## src/verilog/lsu_params.svh

```systemverilog
// Load queue sizing and field widths, included by every load queue source that needs them
`ifndef LSU_PARAMS_SVH
`define LSU_PARAMS_SVH

// Number of load queue entries
`define LSU_LQ_DEPTH 8

// Width of an entry index, log2 of the depth
`define LSU_LQ_IDX_WIDTH 3

// Load and store address width
`define LSU_ADDR_WIDTH 32

// Data word width, a full word load covers LSU_DATA_WIDTH/8 bytes
`define LSU_DATA_WIDTH 32

// Reorder buffer tag and miss handling queue tag widths
`define LSU_ROB_IDX_WIDTH 5
`define LSU_MHQ_IDX_WIDTH 2

`endif
```

## src/verilog/lsu_pkg.sv

```systemverilog
// Shared load queue types: load function codes, entry states and the port structs of the queue
`default_nettype none

`include "lsu_params.svh"

package lsu_pkg;

    // Load kinds, the signed and unsigned variants only differ in data return
    typedef enum logic [2:0] {
        LSU_FUNC_LB  = 3'b000,
        LSU_FUNC_LH  = 3'b001,
        LSU_FUNC_LW  = 3'b010,
        LSU_FUNC_LBU = 3'b011,
        LSU_FUNC_LHU = 3'b100
    } lsu_func_t;

    // Life cycle of one load queue entry
    // VALID and LAUNCHED both mean the load is in the pipeline waiting for an update
    // The two WAIT states are cache misses parked until the miss handling queue fills a line
    typedef enum logic [2:0] {
        LQ_STATE_INVALID       = 3'b000,
        LQ_STATE_VALID         = 3'b001,
        LQ_STATE_MHQ_TAG_WAIT  = 3'b010,
        LQ_STATE_MHQ_FILL_WAIT = 3'b011,
        LQ_STATE_REPLAYABLE    = 3'b100,
        LQ_STATE_LAUNCHED      = 3'b101,
        LQ_STATE_COMPLETE      = 3'b110
    } lq_state_t;

    // New load from the issue stage
    typedef struct packed {
        logic                             en;
        lsu_func_t                        func;
        logic [`LSU_ROB_IDX_WIDTH-1:0]    tag;
        logic [`LSU_ADDR_WIDTH-1:0]       addr;
    } lq_alloc_t;

    // Outcome of a load from the execute stage and the miss handling queue lookup
    typedef struct packed {
        logic                             en;
        logic [`LSU_LQ_IDX_WIDTH-1:0]     lq_idx;
        logic                             retry;
        logic                             replay;
        logic [`LSU_MHQ_IDX_WIDTH-1:0]    mhq_tag;
        logic                             mhq_retry;
        logic                             mhq_replay;
    } lq_update_t;

    // Fill broadcast from the miss handling queue
    typedef struct packed {
        logic                             en;
        logic [`LSU_MHQ_IDX_WIDTH-1:0]    tag;
    } mhq_fill_t;

    // Byte range of a retiring store, addr_end is exclusive
    typedef struct packed {
        logic                             en;
        logic [`LSU_ADDR_WIDTH-1:0]       addr;
        logic [`LSU_ADDR_WIDTH-1:0]       addr_end;
    } sq_retire_t;

    // Reorder buffer retirement of a load
    typedef struct packed {
        logic                             en;
        logic [`LSU_ROB_IDX_WIDTH-1:0]    tag;
    } rob_retire_t;

    // Load sent back into the pipeline
    typedef struct packed {
        logic                             valid;
        lsu_func_t                        func;
        logic [`LSU_ROB_IDX_WIDTH-1:0]    tag;
        logic [`LSU_ADDR_WIDTH-1:0]       addr;
    } lq_replay_t;

endpackage

`default_nettype wire

```

## src/verilog/lsu_lq.sv

```systemverilog
// Load queue top, tracks in-flight loads between allocation and reorder buffer retirement
`default_nettype none

`include "lsu_params.svh"

module lsu_lq (
    input  logic                            clk,
    input  logic                            i_reset,
    input  logic                            i_flush,
    input  lsu_pkg::lq_alloc_t              i_alloc,
    input  lsu_pkg::lq_update_t             i_update,
    input  lsu_pkg::mhq_fill_t              i_mhq_fill,
    input  lsu_pkg::sq_retire_t             i_sq_retire,
    input  lsu_pkg::rob_retire_t            i_rob_retire,
    input  logic                            i_replay_stall,
    output logic                            o_full,
    output logic [`LSU_LQ_IDX_WIDTH-1:0]    o_alloc_idx,
    output lsu_pkg::lq_replay_t             o_replay,
    output logic [`LSU_LQ_IDX_WIDTH-1:0]    o_replay_idx,
    output logic                            o_retire_ack,
    output logic                            o_retire_misspeculated
);

    localparam int DEPTH = `LSU_LQ_DEPTH;
    localparam int IDX_W = `LSU_LQ_IDX_WIDTH;

    logic [DEPTH-1:0]       alloc_en;
    logic [DEPTH-1:0]       update_en;
    logic [DEPTH-1:0]       replay_grant;
    logic [DEPTH-1:0]       entry_empty;
    logic [DEPTH-1:0]       entry_replayable;
    logic [DEPTH-1:0]       entry_ack;
    logic [DEPTH-1:0]       entry_misspec;
    lsu_pkg::lq_replay_t    entry_load [DEPTH];
    logic                   replay_valid;

    genvar g;
    generate
        for (g = 0; g < DEPTH; g++) begin : g_entry
            // Requests seen while full are dropped
            assign alloc_en[g]  = i_alloc.en & ~o_full & (o_alloc_idx == IDX_W'(g));
            assign update_en[g] = i_update.en & (i_update.lq_idx == IDX_W'(g));

            lsu_lq_entry entry0 (
                .clk             (clk),
                .i_reset         (i_reset),
                .i_flush         (i_flush),
                .i_alloc_en      (alloc_en[g]),
                .i_alloc         (i_alloc),
                .i_update_en     (update_en[g]),
                .i_update        (i_update),
                .i_mhq_fill      (i_mhq_fill),
                .i_sq_retire     (i_sq_retire),
                .i_replay_grant  (replay_grant[g]),
                .i_rob_retire    (i_rob_retire),
                .o_empty         (entry_empty[g]),
                .o_replayable    (entry_replayable[g]),
                .o_load          (entry_load[g]),
                .o_retire_ack    (entry_ack[g]),
                .o_misspeculated (entry_misspec[g])
            );
        end
    endgenerate

    lsu_lq_select select0 (
        .clk            (clk),
        .i_reset        (i_reset),
        .i_flush        (i_flush),
        .i_empty        (entry_empty),
        .i_replayable   (entry_replayable),
        .i_replay_stall (i_replay_stall),
        .o_full         (o_full),
        .o_alloc_idx    (o_alloc_idx),
        .o_replay_valid (replay_valid),
        .o_replay_idx   (o_replay_idx),
        .o_replay_grant (replay_grant)
    );

    // The offer follows the selected slot, not the grant, so it stays up under stall
    always_comb begin
        o_replay = '0;
        if (replay_valid) begin
            o_replay       = entry_load[o_replay_idx];
            o_replay.valid = 1'b1;
        end
    end

    // Reorder buffer tags are unique, so at most one slot answers a retirement
    assign o_retire_ack           = |entry_ack;
    assign o_retire_misspeculated = |(entry_ack & entry_misspec);

endmodule

`default_nettype wire

```

## src/verilog/lsu_lq_select.sv

```systemverilog
// Allocation and replay pickers of the load queue, fed with the per-entry status bits
`default_nettype none

`include "lsu_params.svh"

module lsu_lq_select (
    input  logic                            clk,
    input  logic                            i_reset,
    input  logic                            i_flush,
    input  logic [`LSU_LQ_DEPTH-1:0]        i_empty,
    input  logic [`LSU_LQ_DEPTH-1:0]        i_replayable,
    input  logic                            i_replay_stall,
    output logic                            o_full,
    output logic [`LSU_LQ_IDX_WIDTH-1:0]    o_alloc_idx,
    output logic                            o_replay_valid,
    output logic [`LSU_LQ_IDX_WIDTH-1:0]    o_replay_idx,
    output logic [`LSU_LQ_DEPTH-1:0]        o_replay_grant
);

    localparam int DEPTH = `LSU_LQ_DEPTH;
    localparam int IDX_W = `LSU_LQ_IDX_WIDTH;

    logic [IDX_W-1:0] replay_ptr_r;
    logic             replay_take;

    assign o_full = ~|i_empty;

    // Walking down from the top leaves the lowest empty slot as the winner
    always_comb begin
        o_alloc_idx = '0;
        for (int i = DEPTH - 1; i >= 0; i--) begin
            if (i_empty[i]) o_alloc_idx = IDX_W'(i);
        end
    end

    // First replayable slot at or above the pointer, wrapping round the queue
    always_comb begin
        logic [IDX_W-1:0] cand;
        logic             found;

        found        = 1'b0;
        o_replay_idx = '0;
        for (int k = 0; k < DEPTH; k++) begin
            cand = IDX_W'((int'(replay_ptr_r) + k) % DEPTH);
            if (!found && i_replayable[cand]) begin
                found        = 1'b1;
                o_replay_idx = cand;
            end
        end
        o_replay_valid = found;
    end

    // Stall keeps the offer in place and holds the pointer
    assign replay_take    = o_replay_valid & ~i_replay_stall;
    assign o_replay_grant = replay_take ? (DEPTH'(1) << o_replay_idx) : '0;

    // Pointer moves past the granted slot so every waiting load gets its turn
    always_ff @(posedge clk) begin
        if (i_reset | i_flush) begin
            replay_ptr_r <= '0;
        end else if (replay_take) begin
            replay_ptr_r <= IDX_W'((int'(o_replay_idx) + 1) % DEPTH);
        end
    end

endmodule

`default_nettype wire

```

## src/verilog/lsu_lq_entry.sv

```systemverilog
// One load queue entry with its state machine, instantiated once per slot by the load queue top
`default_nettype none

`include "lsu_params.svh"

module lsu_lq_entry (
    input  logic                   clk,
    input  logic                   i_reset,
    input  logic                   i_flush,
    input  logic                   i_alloc_en,
    input  lsu_pkg::lq_alloc_t     i_alloc,
    input  logic                   i_update_en,
    input  lsu_pkg::lq_update_t    i_update,
    input  lsu_pkg::mhq_fill_t     i_mhq_fill,
    input  lsu_pkg::sq_retire_t    i_sq_retire,
    input  logic                   i_replay_grant,
    input  lsu_pkg::rob_retire_t   i_rob_retire,
    output logic                   o_empty,
    output logic                   o_replayable,
    output lsu_pkg::lq_replay_t    o_load,
    output logic                   o_retire_ack,
    output logic                   o_misspeculated
);

    localparam int ADDR_W    = `LSU_ADDR_WIDTH;
    localparam int WORD_SIZE = `LSU_DATA_WIDTH / 8;

    lsu_pkg::lq_state_t                state_r;
    lsu_pkg::lq_state_t                state_next;
    lsu_pkg::lsu_func_t                func_r;
    logic [`LSU_ROB_IDX_WIDTH-1:0]     tag_r;
    logic [`LSU_ADDR_WIDTH-1:0]        addr_r;
    logic [`LSU_MHQ_IDX_WIDTH-1:0]     mhq_tag_r;
    logic                              misspec_r;
    logic                              misspec_next;
    logic                              retire_en;

    // Only a completed load with the matching reorder buffer tag retires
    assign retire_en = i_rob_retire.en & (i_rob_retire.tag == tag_r) &
                       (state_r == lsu_pkg::LQ_STATE_COMPLETE);

    always_comb begin
        lsu_pkg::lq_state_t update_state;
        logic               fill_hit;

        // A parked miss wakes when the fill carries the tag it is waiting on
        fill_hit = i_mhq_fill.en & (i_mhq_fill.tag == mhq_tag_r);

        // Where an update sends the load
        // A fill in the same cycle as a retry update is caught here, otherwise it would be missed
        if (i_update.replay | i_update.mhq_replay) begin
            update_state = lsu_pkg::LQ_STATE_REPLAYABLE;
        end else if (i_update.retry & i_update.mhq_retry) begin
            update_state = i_mhq_fill.en ? lsu_pkg::LQ_STATE_REPLAYABLE
                                         : lsu_pkg::LQ_STATE_MHQ_FILL_WAIT;
        end else if (i_update.retry) begin
            update_state = (i_mhq_fill.en & (i_mhq_fill.tag == i_update.mhq_tag))
                         ? lsu_pkg::LQ_STATE_REPLAYABLE : lsu_pkg::LQ_STATE_MHQ_TAG_WAIT;
        end else begin
            update_state = lsu_pkg::LQ_STATE_COMPLETE;
        end

        state_next = state_r;
        case (state_r)
            lsu_pkg::LQ_STATE_INVALID: begin
                if (i_alloc_en) state_next = lsu_pkg::LQ_STATE_VALID;
            end
            lsu_pkg::LQ_STATE_VALID,
            lsu_pkg::LQ_STATE_LAUNCHED: begin
                if (i_update_en) state_next = update_state;
            end
            lsu_pkg::LQ_STATE_MHQ_TAG_WAIT: begin
                if (fill_hit) state_next = lsu_pkg::LQ_STATE_REPLAYABLE;
            end
            lsu_pkg::LQ_STATE_MHQ_FILL_WAIT: begin
                // Any fill may free the resource this load was short of
                if (i_mhq_fill.en) state_next = lsu_pkg::LQ_STATE_REPLAYABLE;
            end
            lsu_pkg::LQ_STATE_REPLAYABLE: begin
                if (i_replay_grant) state_next = lsu_pkg::LQ_STATE_LAUNCHED;
            end
            lsu_pkg::LQ_STATE_COMPLETE: begin
                if (retire_en) state_next = lsu_pkg::LQ_STATE_INVALID;
            end
            default: state_next = lsu_pkg::LQ_STATE_INVALID;
        endcase

        if (i_flush) state_next = lsu_pkg::LQ_STATE_INVALID;
    end

    always_comb begin
        logic [`LSU_ADDR_WIDTH-1:0] load_end;
        logic                       overlap;
        logic                       executed;

        // Exclusive end of the bytes this load reads
        case (func_r)
            lsu_pkg::LSU_FUNC_LB,
            lsu_pkg::LSU_FUNC_LBU: load_end = addr_r + ADDR_W'(1);
            lsu_pkg::LSU_FUNC_LH,
            lsu_pkg::LSU_FUNC_LHU: load_end = addr_r + ADDR_W'(WORD_SIZE / 2);
            default:               load_end = addr_r + ADDR_W'(WORD_SIZE);
        endcase

        // Either range starting inside the other means they share a byte
        overlap = i_sq_retire.en &
                  (((addr_r >= i_sq_retire.addr) & (addr_r < i_sq_retire.addr_end)) |
                   ((i_sq_retire.addr >= addr_r) & (i_sq_retire.addr < load_end)));

        // Only a load that may have read memory can have read stale data
        // Waiting loads will read again, and an empty slot has nothing, so the flag drops there
        executed = (state_r == lsu_pkg::LQ_STATE_VALID) |
                   (state_r == lsu_pkg::LQ_STATE_LAUNCHED) |
                   (state_r == lsu_pkg::LQ_STATE_COMPLETE);
        misspec_next = executed & (misspec_r | overlap);
    end

    always_ff @(posedge clk) begin
        if (i_reset) begin
            state_r   <= lsu_pkg::LQ_STATE_INVALID;
            misspec_r <= 1'b0;
        end else begin
            state_r   <= state_next;
            misspec_r <= misspec_next;
        end
    end

    // Load fields are captured once at allocation
    always_ff @(posedge clk) begin
        if (i_alloc_en) begin
            func_r <= i_alloc.func;
            tag_r  <= i_alloc.tag;
            addr_r <= i_alloc.addr;
        end
    end

    // The miss tag follows every update addressed to this slot
    always_ff @(posedge clk) begin
        if (i_update_en) mhq_tag_r <= i_update.mhq_tag;
    end

    assign o_empty         = (state_r == lsu_pkg::LQ_STATE_INVALID);
    assign o_replayable    = (state_r == lsu_pkg::LQ_STATE_REPLAYABLE);
    assign o_load.valid    = o_replayable;
    assign o_load.func     = func_r;
    assign o_load.tag      = tag_r;
    assign o_load.addr     = addr_r;
    assign o_retire_ack    = retire_en;
    assign o_misspeculated = misspec_r;

endmodule

`default_nettype wire

```

## config.mk

```make
export PLATFORM = sky130hd
export DESIGN_NAME = lsu_lq
export DESIGN_NICKNAME = d
export VERILOG_FILES = /design/src/verilog/lsu_pkg.sv /design/src/verilog/lsu_lq.sv /design/src/verilog/lsu_lq_select.sv /design/src/verilog/lsu_lq_entry.sv
export VERILOG_INCLUDE_DIRS = /design/src /design/src/verilog
export SDC_FILE = /design/constraint.sdc
export NUM_CORES = 2
export LEC_CHECK = 0
export BUFFER_PORTS_ARGS = -buffer_cell sky130_fd_sc_hd__buf_2
export CAP_MARGIN = 25
export CORE_MARGIN = 2
export CORE_UTILIZATION = 62
export DETAILED_ROUTE_END_ITERATION = 16
export PLACE_DENSITY_LB_ADDON = 0.05
export SETUP_SLACK_MARGIN = 0.1
export SLEW_MARGIN = 0
export SYNTH_ARGS = -nofsm -noshare
export SYNTH_HDL_FRONTEND = slang
export SYNTH_SLANG_ARGS = --single-unit
export TNS_END_PERCENT = 50
```

## constraint.sdc

```tcl
create_clock -name clk -period 9.25 [get_ports clk]
set_input_delay 1.85 -clock clk [delete_from_list [all_inputs] [get_ports clk]]
set_output_delay 1.85 -clock clk [all_outputs]
set_load 0.005 [all_outputs]
```

==> key figures <==
Status
  – Outcome: complete, no violations

Run
  – Total of max-cap violations: 0

Cells and area
  – Fin area: ~46000 µm²
  – Fin util: between 60% and 70%
  – Finished Layout Cells: 5847
  – Final net count: slightly below 6000
  – Area delta synth->final: 8.298%
  – Share of cells above drive strength 1: around a tenth

STA
  – Tcrit/Tclk final: a little over 90%
  – Period minus WS final: 8.573 ns
  – Final Max Tran Viols: 0
  – Final setup fails: 0
  – Pin slew with the least headroom to its limit: 1.227 ns
  – Achievable Freq: 0.1166 GHz
  – RSZ-0062 raised after global routing: no
  – Final Skew: 0.04069 ns
  – Setup total negative slack: 0 ns
  – Worst relative slew slack: 17.36%
  – Final Hold Vio Count: 0

CTS
  – Clk_lat worst skew: approximately 0.62 ns
  – Clk slew on worst S/H paths: 0.07 ns
  – Clk sinks: 371
  – Clk buf depth: 3
  – Post-CTS Hold Buffers: 0
  – Post-CTS setup buffers: 0
  – CTS tree: built
  – Clk root buf: clkbuf_16
  – Post-CTS Resized: 0
  – H-tree Lvls: 2
  – Cts bufs inserted: 41

Synthesis
  – Most frequent cell after synthesis: ha_1
  – Most used DFF post-synth: edfxtp_1
  – FFs w/ async S/R, synth: 0%
  – Warnings from Yosys: 0
  – Synth cell count leaders: ha_1 (784), a21oi_1 (347), edfxtp_1 (336)
  – Number of enable flip-flop cells after synthesis: 336
  – Synth Cell Area: about 43000 µm²
  – Synth area leaders: edfxtp_1 (24%), ha_1 (23%), mux4_2 (4.8%), a21oi_1 (4.0%), o21ai_0 (3.9%)
  – Seq cells post-synth: approximately 370
  – Seq/Total Area, Yosys: between 20 and 30%
  – Netlist cell types: 94
  – Synthesized instance count: 4712
  – Avg Inst Size Synth: 9.111 µm²
  – Top cell type's share of synthesized area: 23.50%
  – Syn nets: 5625
  – Cell taking the most area after synthesis: edfxtp_1

Routing
  – Routed vias: 43600
  – Remaining DRCs: 0
  – Detailed-route wire length: 191700 µm
  – DRT antenna net count: 0
  – Routed WL per cell: approximately 33 µm
  – Starting DRT DRC Count: about 7000
  – Post-DR vias/cell: 7.457
  – TritonRoute pass-1 iters: 9

Critical path
  – Critical-path cell list: inv_1 > ha_1 > or4bb_1 > and2_1 > mux4_2 > a32oi_1 > nand3b_1 > o211ai_1 > a21oi_1 > a2bb2oi_2 > and2_2 > buf_4 > a22o_1 > buf_2
  – Worst r2r src: select0.replay_ptr_r[1]
  – Worst setup SP type: flop
  – Slowest-stage cell, CP: ha_1
  – Crit path capture type: output port
  – Worst r2r path cells: 17
  – Crit path kind: flop to output port
  – Max stage delay on crit path: just under 1 ns
  – Worst path arrival time: between 6 and 7 ns
  – CP Max Fanout: 24
  – CP required: ~7.4 ns
  – Internal reg-to-reg setup slack: 2.79 ns
  – Worst flop-to-flop path endpoint: g_entry[7].entry0.state_r[0]

Power
  – Pwr per Cell Area: 96.53 nW/µm²
  – VDD IR max: about 170 µV
  – Pleak: 19.32 nW

Worst hold path
  – Hold Path Origin: g_entry[2].entry0.o_misspeculated
  – Hold depth: 2
  – Min-Delay Path Class: flop to flop
  – Worst Hold Endpoint: g_entry[2].entry0.o_misspeculated

Global route
  – GRT overflow: 0
  – M3 GR Usage: 20.27%
  – Initial antenna violation count: 11
  – First-pass GRT wire length: around 270000 µm
  – Met1 Track Usage GR: 67.26%
  – M2 GR Usage: a little under three quarters
  – GRT Total Usage: 52.74%
  – Largest net degree at the start of global routing: 47
  – Number of global-route vias before repair: approximately 39000
  – Grt peak-use layer: met2

Floorplan
  – Die Span X: 267.1 µm
  – Total core area: 68590 µm²
  – I/O Pins: 179
  – Die H: roughly 270 µm
  – Core Rows: 96
  – Total die area: about 71000 µm²
  – Initial core utilization: 62.59%

Placement
  – Hpwl dp: 147400 µm
  – Post-Place Cells: 5760
  – Port bufs: 178
  – Placed Area: 45000 µm²
  – GPL Wtd Cong: 1.127
## worst max-delay path, delay by kind of cell (launching register included)
| family | cells | cell delay [ns] |
|---|---|---|
| and+or+nand+nor | 4 | 1.63 |
| AOI/OAI and AO/OA | 5 | 1.09 |
| adders and majority gates | 1 | 0.98 |
| DFF | 1 | 0.94 |
| buffers and inverters | 3 | 0.93 |
| muxes | 1 | 0.47 |
## power breakdown
part | total [mW] | internal (mW) | switching (mW) | leakage, nW
clock network | 1.79 | 1.04 | 0.746 | 0.691
logic | 0.791 | 0.291 | 0.500 | 15.3
registers | 1.91 | 1.85 | 0.0596 | 3.33
## cells in the final DEF (no fill, tap or decap), types with 101 or more instances in the layout
cell type / netlist / final
a21o_1: 194 / 194
nor2_1: 317 / 313
nand4_1: 186 / 186
nor3_1: 119 / 116
nand3_1: 189 / 189
ha_1: 784 / 784
buf_2: 39 / 179
xor2_1: 150 / 150
buf_4: 34 / 101
inv_1: 170 / 169
o21ai_0: 335 / 334
a21oi_1: 347 / 347
xnor2_1: 130 / 130
edfxtp_1: 336 / 336
nand2_1: 321 / 321
## kinds of logic after synthesis
family	count (synthesis)	share of synthesized area [%]
AO/OA/AOI/OAI	1307	19.48
flip-flops	371	25.13
XOR/XNOR	280	5.712
buffers and inverters	335	3.494
adder cells (fa/ha/maj)	785	22.87
multiplexers	121	5.494
AND/OR/NAND/NOR	1513	17.81
## sequential cells by signal, indices dropped and copies added (netlist names)
name                            count
g_entry.entry0.addr_r             256
g_entry.entry0.state_r             24
g_entry.entry0.mhq_tag_r           16
select0.replay_ptr_r                3
g_entry.entry0.func_r              24
g_entry.entry0.o_misspeculated      8
g_entry.entry0.tag_r               40
## per-stage QoR
step / hold slack (ns) / setup WS, ns / total power, mW
final: 0.4742 / 0.6772 / 4.488
after global routing: 0.5233 / 0.4586 / 4.595
after CTS: 0.4719 / 0.8924 / 4.441
after detailed placement: 0.4573 / 1.529 / 2.683
after global placement: 0.4592 / 1.632 / 2.662
after floorplan: 0.4257 / 3.225 / 2.373
## metal layers
layer | routed length (µm) | share of wire [%] | vias to the layer above
met5 | 36 | 0.019 | -
met4 | 19110 | 10 | 6
met3 | 32220 | 17 | 1007
met2 | 72550 | 38 | 3785
met1 | 67760 | 35 | 20270
li1 | - | - | 18540
## worst max-delay path by stage
stage,slack [ns],depth (start not counted),to,start
2_1_floorplan,3.22,8,g_entry[3].entry0.state_r[2],i_alloc[40]
3_3_place_gp,1.63,14,o_replay[8],select0.replay_ptr_r[1]
3_5_place_dp,1.53,14,o_replay[8],select0.replay_ptr_r[1]
4_1_cts,0.89,14,o_replay[8],select0.replay_ptr_r[1]
5_1_grt,0.46,14,o_replay[8],select0.replay_ptr_r[1]
6_report,0.68,14,o_replay[8],select0.replay_ptr_r[1]
## area by class of cell
type                            instances  area, µm²
Multi-Input combinational cell       4006      30710
Fill cell                            5557      22090
Sequential cell                       371      10790
Timing Repair Buffer                  285       1717
Tap cell                              931       1165
Clock buffer                           48       1074
Inverter                              171      646.9
Clock inverter                         27      366.6
Antenna cell                            8      20.02
(Power assumes the default switching activity.)
